--- src/include/conv_cfg.svh ---
`ifndef CONV_CFG_SVH
`define CONV_CFG_SVH

// Samples per vector in x, h and y
`define CONV_LEN 40

// Memory geometry
`define ADDR_W 12
`define MEM_WORDS 4096

// Index inside one 64-word block
`define IDX_W 6

// Value widths
`define SAMPLE_W 16
`define DATA_W 32

// Left shift applied to every finished sum
`define CONV_SHIFT 3

`endif

--- src/design/fixpPkg.sv ---
`include "conv_cfg.svh"

package fixpPkg;

	// Q15 sample, used for x, h and y
	typedef logic signed [`SAMPLE_W-1:0] word16;

	// Q31 accumulator
	typedef logic signed [`DATA_W-1:0] word32;

	// Raw memory word, samples live in the low half
	typedef logic [`DATA_W-1:0] memWord;

	////////////////////////////////////////
	// Saturation limits
	////////////////////////////////////////

	localparam word32 maxWord32 = 32'sh7FFF_FFFF;
	localparam word32 minWord32 = 32'sh8000_0000;

	// Only operand pair whose doubled product overflows
	localparam word16 minWord16 = 16'sh8000;

endpackage

--- src/design/fixedMac.sv ---
module fixedMac
(
	input fixpPkg::word32 acc,
	input fixpPkg::word16 a,
	input fixpPkg::word16 b,
	output fixpPkg::word32 result
);

	fixpPkg::word32 rawProduct;
	fixpPkg::word32 product;
	logic signed [32:0] wideSum;

	////////////////////////////////////////
	// L_mult
	////////////////////////////////////////

	// Full 16x16 product always fits in 31 bits plus sign
	assign rawProduct = a * b;

	// Doubling overflows only for -1 times -1
	always_comb
	begin
		if (a == fixpPkg::minWord16 && b == fixpPkg::minWord16)
			product = fixpPkg::maxWord32;
		else
			product = rawProduct <<< 1;
	end

	////////////////////////////////////////
	// L_add
	////////////////////////////////////////

	// One guard bit to catch the carry out of bit 31
	assign wideSum = {acc[31], acc} + {product[31], product};

	always_comb
	begin
		if (wideSum[32] != wideSum[31])
		begin
			// Overflow, clamp towards the sign of the true sum
			if (wideSum[32])
				result = fixpPkg::minWord32;
			else
				result = fixpPkg::maxWord32;
		end
		else
		begin
			result = wideSum[31:0];
		end
	end

endmodule

--- config.mk ---
export PLATFORM = sky130hd
export DESIGN_NAME = fixedMac
export DESIGN_NICKNAME = d
export VERILOG_FILES = /design/src/design/fixpPkg.sv /design/src/design/fixedMac.sv
export VERILOG_INCLUDE_DIRS = /design/src /design/src/include
export SDC_FILE = /design/constraint.sdc
export NUM_CORES = 1
export LEC_CHECK = 0
export BUFFER_PORTS_ARGS = -buffer_cell sky130_fd_sc_hd__buf_2
export CORE_UTILIZATION = 40
export DETAILED_ROUTE_END_ITERATION = 16
export PLACE_DENSITY_LB_ADDON = 0.05
export RECOVER_POWER = 25
export SLEW_MARGIN = 20
export SYNTH_ARGS = -nofsm -noshare
export SYNTH_HDL_FRONTEND = slang
export SYNTH_SLANG_ARGS = --single-unit
--- constraint.sdc ---
create_clock -name vclk -period 11.75
set_clock_uncertainty 0.15 [all_clocks]
set_input_delay 1.175 -clock vclk [all_inputs]
set_output_delay 1.175 -clock vclk [all_outputs]
set_load 0.01 [all_outputs]
# Yosys cells after proc, flatten, opt, wreduce, memory -nomap -nowiden
# Cells that the tools add are included.
# totals
regBits,0
elab_cells,9
# classes
addsub,1
mul,1
n_eq_ne,3
n_mux,3
n_reduce_logical,1
# ops
operator,n
$mux W32,3
$add A32 B32 Y33,1
$eq A16 B16 Y1 const B,2
$mul A16 B16 Y31,1
$logic_and A1 B1 Y1,1
$ne A1 B1 Y1,1

# Depth between registers and ports, before layout
# depth
word_depth,6
depth_mapped,34

# Worst setup path before layout
# OpenSTA, ideal clock, no wires.
# synth_path
kind,input to output
startpoint,input port b[7]
endpoint,output port result[5]
t_arrival_ns,8.487
t_required_ns,10.425
path_slack_ns,1.938
stages,33
cell_sequence,clkbuf_1 clkbuf_1 nand2_1 fa_1 inv_1 fa_1 inv_1 fa_1 inv_1 fa_1 fa_1 inv_1 fa_1 inv_1 ha_1 and4_1 a221o_1 o21ai_0 nand2b_1 a21oi_1 o21ai_0 mux2_2 ha_1 buf_2 nand2_1 nor3_1 nand4_1 a21oi_2 nor3_2 o21ai_2 nor2_4 buf_6 a21oi_1
# synth_between
elab_chain_cells,6
# synth_lines
item,line_no,source
start: declaration,fixedMac.sv:5,"input fixpPkg::word16 b,"
"parallel branches: the longest is 2 deep, another holds $mul A16 B16 Y31",-,
$mux W32 (*),fixedMac.sv:23,if (a == fixpPkg::minWord16 && b == fixpPkg::minWord16)
$add A32 B32 Y33 (*),fixedMac.sv:34,"assign wideSum = {acc[31], acc} + {product[31], product};"
$mux W32 / $ne A1 B1 Y1 (equally long branches),"fixedMac.sv:41, fixedMac.sv:38",
$mux W32 (*),fixedMac.sv:38,if (wideSum[32] != wideSum[31])
end: declaration,fixedMac.sv:6,output fixpPkg::word32 result
# Every way passes the cells marked *.

# Worst setup path in the final report
# layout_path
startpoint,input port b[1]
endpoint,output port result[30]
# The elaborated chain is that of the path after synthesis.

==> run_results.csv <==
group,metric,value,unit
timing,hold_ws,2670,ps
route,wl_met2,16.1,mm
logic_synthesis,synth_top_family_by_area,"adder cells",
route,drtIter0Drc,345,
final_layout,nets,1868,
critical_path,crit_fanout,26,
timing,timing.final.crit_share,0.927,
clock_network,cts_resized,0,
critical_path,cp_common_cell,"fa_1",
final_layout,layout_commonest_cell,"inv_1",
logic_synthesis,synth-compound-area-share,0.110,
global_routing,grt_overflow_total,0,
critical_path,cp.required,10430,ps
floorplan,rows,62,
route,drc,0,
final_layout,nClkBuffers,0,
route,m1WireLength,13.4,mm
critical_path,crit_slowest_cell,"nor2_4",
logic_synthesis,syn_nets,1821,
timing,final_max_slew_viol_count,0,
place,dp_hpwl,26.1,mm
final_layout,seq_area,0,µm²
logic_synthesis,seq_area_frac_synth,0,
critical_path,cp_top_family,"adder cells",
min_path,hold_path.class,"input port to primary output",
timing,slew_headroom,0.361,
critical_path,arrival,9570,ps
logic_synthesis,synthSimpleGateAreaFrac,0.176,
logic_synthesis,synthAdderAreaFrac,0.555,
run,maxCapViolCount,0,
route,drtPass1Iterations,4,
route,top_layer_used,"met4",
logic_synthesis,synth.largest_area_cell,"fa_1",
floorplan,num_io_pins,96,
place,place_congestion,0.846,
logic_synthesis,synth-xor-area-share,0.0441,
timing,maxClockFrequency,91.8,MHz
logic_synthesis,synth_area,11900,µm²
route,routed_wl,30.3,mm
route,wl_met3,549,µm
timing,max_slew.worst_pin.slew,958,ps
logic_synthesis,synth.mux.area_fraction,0.00189,
timing,setup_violations,0,
global_routing,grt_pass1_vias,9598,
logic_synthesis,ys_top_cells_by_area,"fa_1, ha_1, inv_1, and2_1, nand2_1",
floorplan,start_util,0.410,
status,outcome,"finished, final reports clean",
logic_synthesis,synth_top_area_frac,0.432,
place,portBuffers,96,
critical_path,crit_buf_inv,5,
global_routing,grt_first_pass_wirelength,49.8,mm
global_routing,antenna_found_initial,0,
final_layout,seq_cell_count,0,
critical_path,critical-path-max-stage-delay,660,ps
clock_network,postCtsHoldBufs,0,
timing,rsz0062_at_grt,"no",
logic_synthesis,yosys_warnings,0,
logic_synthesis,syn_area_per_cell,8.58,µm²
route,via_per_inst,5.07,
timing,fin_crit,10890,ps
logic_synthesis,syn-instance-count,1387,
floorplan,die_w,175,µm
final_layout,area_growth,6.14,%
critical_path,crit_type,"input port to primary output",
floorplan,die-height,175,µm
final_layout,layout.cells.most_common_list,"inv_1, fa_1, nand2_1",
critical_path,end_kind,"primary output",
route,vias,9206,
timing,finalHoldViolCount,0,
floorplan,core-area,29000,µm²
floorplan,dieArea,30500,µm²
logic_synthesis,synthDistinctLibCells,62,
critical_path,crit_path_start_kind,"input port",
route,post_drt_wl_per_cell,16.7,µm
clock_network,postCtsSetupBuffers,0,
final_layout,drive_gt1_frac,0.0901,
global_routing,gr-usage-all-layers,0.205,
route,ant_nets,0,
final_layout,diodes,0,
global_routing,grt_max_degree,29,
timing,fin_tns_setup,0,ps
-- worst paths after layout --
path / depth (start not counted) / startpoint / slack [ps] / endpoint
hold / removal: 5 / acc[0] / 2670 / result[0]
setup / recovery: 30 / b[1] / 860 / result[30]
-- cell families (layout without fill, tap and decap cells) --
family	count (synthesis)	count (layout)
AO/OA/AOI/OAI	189	189
adder cells (fa/ha/maj)	375	375
buffers and inverters	351	396
XOR/XNOR	60	60
AND/OR/NAND/NOR	410	410
multiplexers	2	2
-- routing by layer --
metal / GRT usage / up-vias
li1: - / 4387
met4: 0.0185 / 0
met1: 0.276 / 4688
met3: 0.00219 / 14
met2: 0.379 / 117
met5: 0 / -
-- per-stage QoR --
step	cells	util	setup slack, ps	area, µm²
5_1_grt	1816	0.436	247	12600
3_3_place_gp	1816	0.436	876	12600
3_5_place_dp	1816	0.436	893	12600
2_1_floorplan	1387	-	1940	11900
6_report	1816	0.436	860	12600
4_1_cts	1816	0.436	832	12600
-- area by class of cell --
| cell class | count | area (µm²) |
|---|---|---|
| fillers | 3023 | 16400 |
| inverters | 300 | 1130 |
| multi-input cells | 1036 | 10600 |
| well taps | 384 | 480 |
| repair buffers | 96 | 474 |
-- synth_stat cells (3+ instances only) --
| cell type | count |
|---|---|
| and4_1 | 5 |
| a221oi_1 | 3 |
| xnor2_1 | 36 |
| nor3_1 | 8 |
| ha_1 | 113 |
| buf_2 | 5 |
| xor2_1 | 24 |
| and2_1 | 128 |
| inv_1 | 299 |
| fa_1 | 257 |
| nand4_1 | 7 |
| clkbuf_1 | 42 |
| a21boi_0 | 5 |
| or2_2 | 3 |
| a21oi_2 | 20 |
| o21ai_0 | 31 |
| or4_1 | 3 |
| buf_6 | 3 |
| o21a_1 | 4 |
| nor2_1 | 30 |
| a21oi_1 | 51 |
| nand2b_1 | 18 |
| a21o_1 | 15 |
| nor2b_1 | 3 |
| o21bai_1 | 6 |
| o211ai_1 | 5 |
| nand3_1 | 7 |
| and3_1 | 4 |
| nor4_1 | 11 |
| nand2_1 | 171 |
| maj3_1 | 5 |
| a211oi_1 | 8 |
| a31oi_1 | 10 |
| a211o_1 | 9 |
| or3_1 | 5 |
Power is left out: the tool's default activity adds up to more than one toggle a clock period on the data nets, which glitch-free logic cannot reach.
