File: src/include/conv_cfg.svh
`ifndef CONV_CFG_SVH
`define CONV_CFG_SVH

// Samples per vector in x, h and y
`define CONV_LEN 40

// Memory geometry
`define ADDR_W 12
`define MEM_WORDS 4096

// Index inside one 64-word block
`define IDX_W 6

// Value widths
`define SAMPLE_W 16
`define DATA_W 32

// Left shift applied to every finished sum
`define CONV_SHIFT 3

`endif

File: src/design/fixpPkg.sv
`include "conv_cfg.svh"

package fixpPkg;

	// Q15 sample, used for x, h and y
	typedef logic signed [`SAMPLE_W-1:0] word16;

	// Q31 accumulator
	typedef logic signed [`DATA_W-1:0] word32;

	// Raw memory word, samples live in the low half
	typedef logic [`DATA_W-1:0] memWord;

	////////////////////////////////////////
	// Saturation limits
	////////////////////////////////////////

	localparam word32 maxWord32 = 32'sh7FFF_FFFF;
	localparam word32 minWord32 = 32'sh8000_0000;

	// Only operand pair whose doubled product overflows
	localparam word16 minWord16 = 16'sh8000;

endpackage

File: src/design/normShifter.sv
`include "conv_cfg.svh"

module normShifter
(
	input logic clk,
	input logic reset,
	input logic req,
	output logic ack,
	input fixpPkg::word32 operand,
	output fixpPkg::word32 result
);

	localparam int cntW = $clog2(`CONV_SHIFT + 1);

	fixpPkg::word32 value;
	fixpPkg::word32 shifted;
	logic [cntW-1:0] shiftCnt;
	logic busy;
	logic start;

	// Rising edge of req, only once the last handshake is closed
	assign start = req && !busy && !ack;

	// One saturating step of L_shl
	always_comb
	begin
		if (value[31] != value[30])
			shifted = value[31] ? fixpPkg::minWord32 : fixpPkg::maxWord32;
		else
			shifted = value <<< 1;
	end

	////////////////////////////////////////
	// Handshake and step counter
	////////////////////////////////////////

	always_ff @(posedge clk)
	begin
		if (reset)
		begin
			busy <= 1'b0;
			ack <= 1'b0;
			shiftCnt <= '0;
		end
		else if (start)
		begin
			busy <= 1'b1;
			shiftCnt <= cntW'(`CONV_SHIFT);
		end
		else if (busy)
		begin
			shiftCnt <= shiftCnt - 1'b1;
			// Last step, ack comes up together with the final value
			if (shiftCnt == cntW'(1))
			begin
				busy <= 1'b0;
				ack <= 1'b1;
			end
		end
		else if (!req)
		begin
			ack <= 1'b0;
		end
	end

	// Value holds between ack high and the next start
	always_ff @(posedge clk)
	begin
		if (start)
			value <= operand;
		else if (busy)
			value <= shifted;
	end

	assign result = value;

endmodule

File: config.mk
export PLATFORM = sky130hd
export DESIGN_NAME = normShifter
export DESIGN_NICKNAME = d
export VERILOG_FILES = /design/src/design/fixpPkg.sv /design/src/design/normShifter.sv
export VERILOG_INCLUDE_DIRS = /design/src /design/src/include
export SDC_FILE = /design/constraint.sdc
export NUM_CORES = 1
export LEC_CHECK = 0
export BUFFER_PORTS_ARGS = -buffer_cell sky130_fd_sc_hd__buf_4
export CORE_ASPECT_RATIO = 1.4
export CORE_UTILIZATION = 30
export DETAILED_ROUTE_END_ITERATION = 10
export MAX_ROUTING_LAYER = met4
export PLACE_DENSITY = 0.57
export REMOVE_ABC_BUFFERS = 1
export SYNTH_ARGS = -nofsm -noshare
export SYNTH_HDL_FRONTEND = slang
export SYNTH_SLANG_ARGS = --single-unit
export TNS_END_PERCENT = 5
File: constraint.sdc
create_clock -name clk -period 2.63 [get_ports clk]
set_clock_uncertainty 0.2 [all_clocks]
set_input_delay 0.263 -clock clk [delete_from_list [all_inputs] [get_ports clk]]
set_output_delay 0.263 -clock clk [all_outputs]
set_load 0.1 [all_outputs]
Word level (Yosys, flattened, before mapping) --
Cells that the tools add are included.
Operators by class: add/subtract/negate cells 1, muxes and demuxes 12, bitwise operators 1, eq/ne operators 4, reduce and logical (&&, ||, !) cells 6
Operator list (count):
- $mux 32 | 4
- $mux 1 | 6
- $mux 2 | 2
- $ne 2x1->1 const B | 2
- $reduce_and 3->1 | 1
- $eq 2x1->1 const B | 1
- $logic_and 1x1->1 | 2
- $logic_not 1->1 | 2
- $reduce_bool 2->1 | 1
- $sub 2x1->2 const B | 1
- $ne 1x1->1 | 1
- $not 1->1 | 1
Storage, ports and cells: output and inout bits 33, input bits 35, word-level logic and storage cells 28, bits in registers 36

Logic depth before layout (Yosys ltp) --
depth after elaboration 5, depth in mapped cells 5, mapped depth without buffers 4

Worst setup path before layout --
No wires, ideal clock.
kind reg2reg, start reg ack, end reg value[0], in the netlist result[0] (enable), data required time 2037 ps, path slack 38 ps, stages on the path, launching flop included 3, data arrival time 1999 ps, setup time 393 ps, clock period less this slack 2592 ps, path buffers 0, cells stage by stage dfxtp_1 or3b_4 nand2b_1
Between the ends: cells in the longest elaborated chain, start to end 3
Ends and longest elaborated chain:
- from (decl) | line normShifter.sv:8 | output logic ack,
- from (signal assigned) | line normShifter.sv:42 | ack <= 1'b0;
- from (signal assigned) | line normShifter.sv:57 | ack <= 1'b1;
- from (signal assigned) | line normShifter.sv:62 | ack <= 1'b0;
- $logic_not 1->1 | line normShifter.sv:22 | assign start = req && !busy && !ack;
- $logic_and 1x1->1 | line normShifter.sv:22
- $reduce_bool 2->1 (no line)
- to (signal assigned) | line normShifter.sv:70 | value <= operand;
- to (signal assigned) | line normShifter.sv:72 | value <= shifted;
- to (decl) | line normShifter.sv:15 | fixpPkg::word32 value;
No other way between the ends. A chain may end at the register's enable or synchronous reset.

Worst setup path in the final report --
start reg ack, end out ack
No word-level cell between the ends.

==> out/metrics.yaml <==
status:
  status: "finished with violations"
  violations: "DRC"
power_and_ir_drop:
  cellPowerDensity_nw_per_um2: 1120
  p_sw_frac: 0.523
  p_clk_frac: 0.131
  leakage_nw: 1.02
  combPwrFrac: 0.562
  ir_drop_uv: 470
  p_int_mw: 1.43
  switching_power_mw: 1.57
  pwr-share-seq: 0.306
yosys:
  yosysTopAreaCell: "edfxtp_1"
  synth_ff_type: "edfxtp_1"
  yosysSeqAreaShare: 0.516
  synth_most_common_cell: "edfxtp_1"
  synth_area_leaders: "edfxtp_1 (48%), nand4bb_1 (13%), o31ai_1 (8.6%)"
  synth.avg_cell_area_um2: 12.0
  synth_common_cells: "edfxtp_1 (32), nor2b_1 (24), nand4bb_1 (23), o31ai_1 (23), clkbuf_1 (13)"
  synth.top_cell.area_share: 0.476
  ys_warn_count: 0
  ys_types: 22
  synth-seq-cells: 36
  synth_edf_count: 32
  ys_async_sr_fraction: 0
  syn_inst: 168
  synth_area_um2: 2020
drt:
  avgViaCountPerCell: 5.22
  routed_wl_um: 5080
  drc: 4
  ant_nets: 0
  vias: 1603
  wl_per_cell_um: 16.6
  dr.pass1.iters: 7
  drt-initial-drc-count: 100
timing:
  setup_viol: 0
  relSlewSlack: 0.576
  period_minus_slack_ps: 2090
  finalCritPeriodShare: 0.796
  slew_violations: 0
  layout_setup_ws_ps: 537
  whs_ps: 85.3
  rsz0062_at_grt: "no"
  fmax_mhz: 478
  tightest_slew_ps: 635
  hold_viol: 0
clocking:
  clock_path_buffers: 2
  clockRootBuffer: "clkbuf_8"
  cts_tree: "yes"
  cts_sinks: 36
  cts_max_level: 2
  cts_setup_buffers: 0
  cts_buffers: 5
  clk_latency_ps: 290
  clk_pin_slew_worst_paths_ps: 80
min_path:
  whs_endpoint: "result[0]"
  hold_path_depth: 2
  min-delay-start: "operand[0]"
  hold_class: "primary input to flip-flop"
final_layout:
  multiInputGateArea_um2: 880
  register_area_um2: 1040
  finalNetCount: 270
  n_fill_cell: 662
  area_growth_syn_to_layout_pct: 32.9
  drive_above_1_share: 0.382
  post_layout_nonfiller_instances: 307
  num_antenna_cells: 0
die:
  fp-row-count: 35
  io_pins: 68
  core_area_um2: 6530
  start_util: 0.309
  die_height_um: 99.0
  die_w_um: 71.3
  die-area_um2: 7060
placement:
  gp_congestion: 0.751
  dp_slack_ps: 565
  detailed_place_hpwl_um: 3450
  port_buffers: 67
  place_inst: 298
critical_path:
  cp_cell_sequence: "buf_4 > buf_4"
  critical_path.most_common_cell: "buf_4"
  r2r-start: "ack"
  critPathTopFamily: "flip-flops"
  end_kind: "output port"
  crit_type: "flip-flop to output port"
  cp_num_buf_inv: 2
  r2r_end: "result[2]"
  cp_max_fo: 19
  critPathMaxStageDelay_ps: 700
  crit_cells: 2
  cp-start-kind: "flip-flop"
  rr_worst_depth: 3
  arrival_ps: 1630
  r2r_setup_slack_ps: 620
  crit_slowest_cell: "dfxtp_1"
  cp.required_ps: 2170
grt:
  grt_max_degree: 34
  antenna_found_initial: 0
  grt_overflow_total: 0
  track_usage: 0.150
  grt_pass1_vias: 1588
  grt_pass1_wl_um: 8010
run:
  cap_violations: 0
sequential cells by signal, indices dropped and copies added, names as in the netlist:
| name | flops |
|---|---|
| shiftCnt | 2 |
| result | 32 |
| busy | 1 |
| ack | 1 |
worst register-to-register path: stages, from the launching register on:
cell      delay [ps]
dfxtp_1          500
or3b_4           560
nand2b_1         120
buf_4            290
per-layer routing:
metal  track usage  vias up  wire [µm]
met3        0.0337        6        256
met2         0.221       51       2350
met4        0.0415        0         59
li1              -      785          -
met5             -        -          0
met1         0.206      761       2410
stage by stage:
step	total power, mW	utilization	area (µm²)	TNS, ps
finish	3.01	0.411	2680	0
global route	3.14	0.411	2680	0
CTS	3.03	0.411	2680	0
detailed placement	2.63	0.396	2580	0
global placement	2.63	0.396	2580	0
floorplan	2.22	-	1930	-22070
cell type report:
class / count / share of cell area
inverter: 2 / 0.00280
timing repair buffer: 76 / 0.214
clock inverter: 3 / 0.00700
multi-input combinational: 111 / 0.328
tap: 74 / 0.0345
clock buffer: 5 / 0.0257
sequential: 36 / 0.388
placed cells by master, fill, tap and decap left out, types with 2 or more instances in the layout:
master     count
nand2b_1       2
buf_4         75
inv_1          2
dfxtp_1        4
o31ai_1       23
clkinv_2       2
edfxtp_1      32
nor2b_1       23
a21oi_1        4
nand4bb_1     23
nand2_1       10
mux2_2         2
ha_1           3
nor4b_1        7
clkbuf_8       5
a31oi_1        7
power groups by stage:
stage	Combinational (mW)	Clock (mW)	Sequential (mW)
3_3_place_gp	1.69	0	0.936
4_1_cts	1.70	0.405	0.924
3_5_place_dp	1.69	0	0.936
2_1_floorplan	0.365	0	1.86
5_1_grt	1.77	0.425	0.940
6_report	1.69	0.395	0.921
worst max path at each step:
stage	start	to
final	ack	ack
after global routing	ack	ack
after CTS	ack	ack
after detailed placement	req	result[3]
after global placement	req	result[0]
after floorplan	result[31]	result[10]
timing repair:
item,in CTS,in global routing
hold endpoints to repair,4,0
gates resized for setup,0,0
hold buffers,1,0
cell families (layout without fill, tap and decap cells):
| logic type | count (synthesis) | in the layout | synth area share |
|---|---|---|---|
| AND/OR/NAND/NOR | 69 | 69 | 0.276 |
| XOR/XNOR | 1 | 1 | 0.00434 |
| buffers and inverters | 21 | 86 | 0.0490 |
| multiplexers | 3 | 3 | 0.0161 |
| adder cells (fa/ha/maj) | 3 | 3 | 0.0186 |
| flip-flops | 36 | 36 | 0.516 |
| AO/OA/AOI/OAI | 35 | 35 | 0.120 |
Note: power is estimated with default switching activity, not from simulation.
