### src/include/conv_cfg.svh
`ifndef CONV_CFG_SVH
`define CONV_CFG_SVH

// Samples per vector in x, h and y
`define CONV_LEN 40

// Memory geometry
`define ADDR_W 12
`define MEM_WORDS 4096

// Index inside one 64-word block
`define IDX_W 6

// Value widths
`define SAMPLE_W 16
`define DATA_W 32

// Left shift applied to every finished sum
`define CONV_SHIFT 3

`endif

### src/design/fixpPkg.sv
`include "conv_cfg.svh"

package fixpPkg;

	// Q15 sample, used for x, h and y
	typedef logic signed [`SAMPLE_W-1:0] word16;

	// Q31 accumulator
	typedef logic signed [`DATA_W-1:0] word32;

	// Raw memory word, samples live in the low half
	typedef logic [`DATA_W-1:0] memWord;

	////////////////////////////////////////
	// Saturation limits
	////////////////////////////////////////

	localparam word32 maxWord32 = 32'sh7FFF_FFFF;
	localparam word32 minWord32 = 32'sh8000_0000;

	// Only operand pair whose doubled product overflows
	localparam word16 minWord16 = 16'sh8000;

endpackage

### src/design/convPkg.sv
`include "conv_cfg.svh"

package convPkg;

	typedef logic [`ADDR_W-1:0] memAddr;

	// Block number, lands on address bits 10 to 6
	typedef logic [4:0] blockBase;

	typedef logic [`IDX_W-1:0] sampleIdx;

	typedef enum logic [2:0]
	{
		idle,
		outerCheck,
		innerCheck,
		readH,
		mac,
		shiftReq,
		shiftWait,
		finish
	} convState;

	// Word address of one sample inside a block
	function automatic memAddr makeAddr(blockBase base, sampleIdx idx);
		return memAddr'({base, idx});
	endfunction

endpackage

### src/design/convolve.sv
`include "conv_cfg.svh"

module convolve
(
	input logic clk,
	input logic reset,
	input logic req,
	output logic ack,
	input convPkg::blockBase xBase,
	input convPkg::blockBase hBase,
	input convPkg::blockBase yBase,
	output logic engActive,
	output convPkg::memAddr engAddr,
	output logic engWriteEn,
	output fixpPkg::memWord engWriteData,
	input fixpPkg::memWord engReadData,
	output fixpPkg::word32 macAcc,
	output fixpPkg::word16 macA,
	output fixpPkg::word16 macB,
	input fixpPkg::word32 macOut,
	output logic shlReq,
	input logic shlAck,
	output fixpPkg::word32 shlIn,
	input fixpPkg::word32 shlOut
);

	localparam convPkg::sampleIdx lastIdx = convPkg::sampleIdx'(`CONV_LEN - 1);

	convPkg::convState state;
	convPkg::convState nextState;

	// n walks the outputs, k walks the taps of one output
	convPkg::sampleIdx n;
	convPkg::sampleIdx k;

	fixpPkg::word32 acc;
	fixpPkg::word16 xSample;

	////////////////////////////////////////
	// State and loop counters
	////////////////////////////////////////

	always_ff @(posedge clk)
	begin
		if (reset)
			state <= convPkg::idle;
		else
			state <= nextState;
	end

	always_ff @(posedge clk)
	begin
		if (reset)
		begin
			n <= '0;
			k <= '0;
		end
		else
		begin
			if (state == convPkg::idle)
				n <= '0;
			else if (state == convPkg::shiftWait && shlAck && n != lastIdx)
				n <= n + 1'b1;

			if (state == convPkg::outerCheck)
				k <= '0;
			else if (state == convPkg::mac && k != n)
				k <= k + 1'b1;
		end
	end

	////////////////////////////////////////
	// Accumulator and x latch
	////////////////////////////////////////

	always_ff @(posedge clk)
	begin
		if (state == convPkg::outerCheck)
			acc <= '0;
		else if (state == convPkg::mac)
			acc <= macOut;

		// x[k] arrives while h[n-k] is being addressed
		if (state == convPkg::readH)
			xSample <= engReadData[`SAMPLE_W-1:0];
	end

	////////////////////////////////////////
	// Next state and memory control
	////////////////////////////////////////

	always_comb
	begin
		nextState = state;
		engAddr = '0;
		engWriteEn = 1'b0;

		case (state)
			convPkg::idle:
				if (req)
					nextState = convPkg::outerCheck;

			convPkg::outerCheck:
				nextState = convPkg::innerCheck;

			// First tap of each output
			convPkg::innerCheck:
			begin
				engAddr = convPkg::makeAddr(xBase, k);
				nextState = convPkg::readH;
			end

			convPkg::readH:
			begin
				engAddr = convPkg::makeAddr(hBase, n - k);
				nextState = convPkg::mac;
			end

			// Fetch the next x early so each tap costs two cycles
			convPkg::mac:
				if (k == n)
					nextState = convPkg::shiftReq;
				else
				begin
					engAddr = convPkg::makeAddr(xBase, k + 1'b1);
					nextState = convPkg::readH;
				end

			// Wait for the shifter to close its previous handshake
			convPkg::shiftReq:
				if (!shlAck)
					nextState = convPkg::shiftWait;

			convPkg::shiftWait:
				if (shlAck)
				begin
					engAddr = convPkg::makeAddr(yBase, n);
					engWriteEn = 1'b1;
					nextState = (n == lastIdx) ? convPkg::finish : convPkg::outerCheck;
				end

			// Hold the result until the host lets go of req
			convPkg::finish:
				if (!req)
					nextState = convPkg::idle;

			default:
				nextState = convPkg::idle;
		endcase
	end

	assign ack = (state == convPkg::finish);

	// Also covers the idle cycle in which req first shows up
	assign engActive = (state != convPkg::idle) || req;

	// y[n] is the upper half of the shifted sum, sign extended
	assign engWriteData = {{(`DATA_W - `SAMPLE_W){shlOut[`DATA_W-1]}},
		shlOut[`DATA_W-1 -: `SAMPLE_W]};

	assign macAcc = acc;
	assign macA = xSample;
	assign macB = engReadData[`SAMPLE_W-1:0];

	assign shlReq = (state == convPkg::shiftWait);
	assign shlIn = acc;

endmodule

### config.mk
export PLATFORM = sky130hd
export DESIGN_NAME = convolve
export DESIGN_NICKNAME = d
export VERILOG_FILES = /design/src/design/fixpPkg.sv /design/src/design/convPkg.sv /design/src/design/convolve.sv
export VERILOG_INCLUDE_DIRS = /design/src /design/src/include
export SDC_FILE = /design/constraint.sdc
export NUM_CORES = 1
export LEC_CHECK = 0
export ABC_AREA = 1
export ABC_CLOCK_PERIOD_IN_PS = 2050
export BUFFER_PORTS_ARGS = -buffer_cell sky130_fd_sc_hd__buf_2
export CAP_MARGIN = 20
export CORE_ASPECT_RATIO = 0.5
export CORE_MARGIN = 4
export CORE_UTILIZATION = 35
export DETAILED_ROUTE_END_ITERATION = 8
export PLACE_DENSITY = 0.68
export REMOVE_ABC_BUFFERS = 1
export SLEW_MARGIN = 15
export SYNTH_ARGS = -nofsm -noshare
export SYNTH_HDL_FRONTEND = slang
export SYNTH_SLANG_ARGS = --single-unit
### constraint.sdc
create_clock -name clk -period 2.05 [get_ports clk]
set_input_delay 0.205 -clock clk [delete_from_list [all_inputs] [get_ports clk]]
set_output_delay 0.205 -clock clk [all_outputs]
set_load 0.01 [all_outputs]
## Word level (Yosys, flattened, before mapping)

Index checks and enable logic that the tools add are counted.

| storage, ports and cells | value |
|---|---|
| register bits | 63 |
| input bits | 115 |

| operators by class | value |
|---|---|
| add/sub/neg operators | 3 |
| eq/ne operators | 15 |
| muxes and demuxes | 12 |
| reductions and logical operators | 9 |

Operators with widths:

| cell | number |
|---|---|
| 11-bit one-hot mux with 4 select lines | 1 |
| 3-bit one-hot mux with 8 select lines | 1 |
| 11-bit two-way mux | 2 |
| 3-bit two-way mux | 6 |
| 6-bit by 1-bit adder with 6-bit output, second input constant | 2 |
| 3-bit equality test, second input constant | 4 |
| 3-bit by 2-bit equality test with 1-bit output, second input constant | 2 |
| 6-bit equality test | 1 |
| 6-bit equality test, second input constant | 1 |
| 2-bit inequality test, second input constant | 3 |
| 6-bit inequality test | 1 |
| 6-bit inequality test, second input constant | 1 |
| 6-bit subtractor | 1 |
| 4-bit AND reduction | 1 |
| 2-bit OR reduction | 2 |
| 3-bit by 1-bit equality test with 1-bit output, second input constant | 1 |
| 1-bit logical AND | 3 |
| 3-bit zero test | 1 |
| 3-bit nonzero test | 1 |
| 1-bit two-way mux | 2 |
| 2-bit by 1-bit inequality test with 1-bit output, second input constant | 1 |
| 1-bit logical OR | 1 |

## Depth between registers and ports, before layout

| depth | value |
|---|---|
| depth after elaboration | 4 |
| mapped depth | 10 |

## Worst setup path before layout

OpenSTA, ideal clock, no wires.

| timing | value |
|---|---|
| kind | register to output |
| start point | register n[0] |
| end point | output engAddr[2] |
| arrival time | 1.543 ns |
| required time | 1.845 ns |
| path slack | 0.302 ns |
| cell stages (with the launch flop) | 8 |
| path buffers | 0 |
| path through | dfxtp_1 > inv_1 > ha_1 > inv_1 > fa_1 > or2_2 > nand3_1 > o2111ai_1 |

| between the ends | value |
|---|---|
| longest elaborated chain between the ends | 3 |
| elaborated cells between the ends (all ways) | 4 |
| classes of those cells | 1 x add/sub; 1 x eq/ne; 2 x mux |

RTL lines:

| item | line | source |
|---|---|---|
| from (decl) | convolve.sv:33 | `convPkg::sampleIdx n;` |
| from (signal assigned) | convolve.sv:63 | `n <= n + 1'b1;` |
| parallel branches: the longest is 2 deep, another holds 6-bit subtractor | -- |  |
| 11-bit one-hot mux with 4 select lines (*) | convolve.sv:98 | `case (state)` |
| to (decl) | convolve.sv:13 | `output convPkg::memAddr engAddr,` |

Mark *: on every way between the ends.

## Worst setup path in the final report

| timing | value |
|---|---|
| start point | register n[0] |
| end point | output engAddr[4] |

The elaborated chain is that of the path after synthesis.

==> metrics.txt <==
Final period util 100%; # Max-Cap Violations 0; synth warn 0; Crit. End Element output port; Clock Skews 0.00433 ns; area delta synth->final 29.2%; EDFF count, synth 16; GPL Wtd Cong 0.825; drt drc 0; Die Y 78.8 um; Mapped Cells 449; Hold Crit Depth 1; latest clock arrival within the worst-skew pair 0.32 ns; maximum vdd drop 0.377 mV; Seq/Total Area, Yosys 40.5%; Endpoint, Worst Hold macA[15]$_DFFE_PP_; Max Freq 0.487 GHz; global-route wire length before repair 15900 um; vias in the first global route 3051; Initial Utilization 36.6%; setup slack after layout -0.00456 ns; chip width 150 um; via count 3238; row count 25; clk slew on worst S/H paths 0.05 ns; nets 694; Pwr per Cell Area 758 nW/um^2; register bit total from synthesis 63; Max H-tree Level 3; core footprint 9600 um^2; Total GRT Usage 17.1%; Port Buffers 177; Iter 0 DRT Violations 176; min-delay src engReadData[15]; Leakage 2.20 nW; Mapped Area 3510 um^2; Final ANT Viol Nets 0; diodes inserted 0; worst reg2reg startpoint k[2]$_SDFFE_PP0P_; total clock buffers created by CTS 9; Sum Neg Setup Slack -0.00456 ns; FF-to-FF setup slack 0.39 ns; Reg2Reg Depth 12; synth unique cells 34; CTS tree yes; arrival time of the worst setup path 1.85 ns; DR WL/cell 14.5 um; max-slew violations 0; final setup fails 1; global route overflow 0; Clock Path Buffers 2; CP Launch Type register; async set-reset flop share out of synthesis 0%; largest net degree at the start of global routing 33; failing checks negative setup slack; Worst Path Required 1.85 ns; vias per inst 4.55; crit path max fanout 3; DIE AREA 11800 um^2; status finished with violations; unrepaired setup endpoints after global routing yes; num ports 259; Mean Syn Cell Area 7.82 um^2; worst r2r dst state[1]$_SDFFE_PP0P_; Hold Vio Cnt, Final 0; critical path type reg -> out; share of layout cells above drive strength 1 47.4%; Routed WL 10300 um; initial antenna violation count 0; clk sink count 63; Core Util, Final 47.2%; pre-CTS setup slack 0.178 ns; root buffer cell clkbuf_16; fin crit period 2.05 ns; Top FF cell, synth dfxtp_1; iteration count of the initial detailed-routing pass 4; hpwl dp 7760 um; Hold Path Class in -> reg
## per-layer routing
layer / up-vias / global-route usage (%) / wire (um)
met4: 2 / 5.21 / 183
li1: 1616 / - / -
met1: 1465 / 18.0 / 3760
met3: 24 / 10.4 / 1230
met5: - / 8.18 / 123
met2: 131 / 27.8 / 4990
## cells in the mapped netlist (2+ instances only)
master | count | area (um^2)
buf_4 | 83 | 623
xor2_1 | 6 | 52.6
ha_1 | 7 | 87.6
clkbuf_1 | 7 | 26.3
o21ai_0 | 3 | 15.0
dfxtp_1 | 47 | 941
nor2_2 | 2 | 12.5
inv_1 | 22 | 82.6
edfxtp_1 | 16 | 480
nand3_1 | 29 | 145
a22oi_1 | 2 | 15.0
inv_2 | 2 | 7.51
nand3b_1 | 2 | 15.0
a21oi_1 | 51 | 255
or2_1 | 2 | 12.5
nor2_1 | 12 | 45.0
nand4_1 | 2 | 12.5
nand2_2 | 5 | 31.3
nand2_1 | 132 | 495
buf_6 | 3 | 33.8
## repair_timing
item	4_1_cts	5_1_grt
pin swaps	7	8
endpoints found under the setup margin	11	11
buffers inserted	5	1
gates resized for setup	23	23
hold buffers	0	0
## power breakdown
group,total (mW),switching (mW),internal [mW]
Sequential,1.43,0.0671,1.36
Clock,1.45,0.511,0.936
Combinational,0.564,0.337,0.227
Total,3.44,0.915,2.52
## kinds of logic (layout without fill, tap and decap cells)
kind of cell / count (synthesis) / count (layout) / share of synthesized area [%]
adders and majority gates: 8 / 8 / 3.06
and+or+nand+nor: 191 / 191 / 23.3
other: 1 / 1 / 0.107
buffers and inverters: 119 / 246 / 22.3
xor gates and xnor gates: 6 / 6 / 1.50
AOI/OAI and AO/OA: 61 / 61 / 9.27
DFF: 63 / 63 / 40.5
## critical path, stage by stage (launching register included)
cell and delay (ns):
dfxtp_2 0.32, inv_2 0.07, ha_4 0.12, inv_2 0.04
fa_2 0.36, nand3_2 0.09, nand2_2 0.07, a21oi_2 0.13
o21ai_1 0.08, nand4_1 0.10, buf_2 0.15
## final cells by class
| type | count | area (um^2) |
|---|---|---|
| inverters | 25 | 96.3 |
| well taps | 135 | 169 |
| clock buffers | 12 | 236 |
| repair buffers | 205 | 1100 |
| fillers | 914 | 5070 |
| multi-input cells | 267 | 1460 |
| flip-flops and latches | 63 | 1430 |
| clock inverters | 4 | 47.5 |
## cells in the final DEF, fill, tap and decap left out, types with 2 or more instances in the layout
cell type	count
dfxtp_2	10
a22oi_1	2
a21oi_2	4
clkbuf_16	9
clkbuf_1	3
nand2_1	128
a21oi_1	48
nand3_2	6
buf_2	177
nand2_2	8
nand3_1	22
buf_4	28
inv_2	7
o21ai_1	2
nor2_2	4
dfxtp_1	37
nand3b_1	2
nor2_1	10
inv_1	17
nand4_1	2
or2_4	2
ha_4	5
edfxtp_1	16
clkinv_2	2
ha_1	2
xor2_1	6
## sequential cells by signal (all words and copies together) (netlist names)
register / count
k: 6
macAcc: 32
macA: 16
n: 6
state: 3
## how the worst max path moves through the flow
| stage | start | cells after the start | slack [ns] | end |
|---|---|---|---|---|
| finish | n[0]$_SDFFE_PP0P_ | 10 | -0.005 | engAddr[4] |
| global route | k[2]$_SDFFE_PP0P_ | 10 | -0.08 | engAddr[7] |
| CTS | n[0]$_SDFFE_PP0P_ | 10 | -0.02 | engAddr[4] |
| detailed placement | k[3]$_SDFFE_PP0P_ | 10 | 0.18 | engAddr[9] |
| global placement | k[3]$_SDFFE_PP0P_ | 10 | 0.19 | engAddr[7] |
| floorplan | state[0]$_SDFFE_PP0P_ | 4 | -0.15 | macAcc[0]$_SDFFE_PP0P_ |
## stage by stage
step	std cells	power [mW]	instance area, um^2	hold WS, ns
after floorplan	355	1.70	2820	0.267
after global placement	689	2.00	4050	0.394
after detailed placement	689	2.01	4050	0.396
after CTS	710	3.48	4450	0.0578
after global routing	711	3.63	4540	0.0539
final	711	3.44	4540	0.0677
Note: power is estimated with default switching activity, not from simulation.
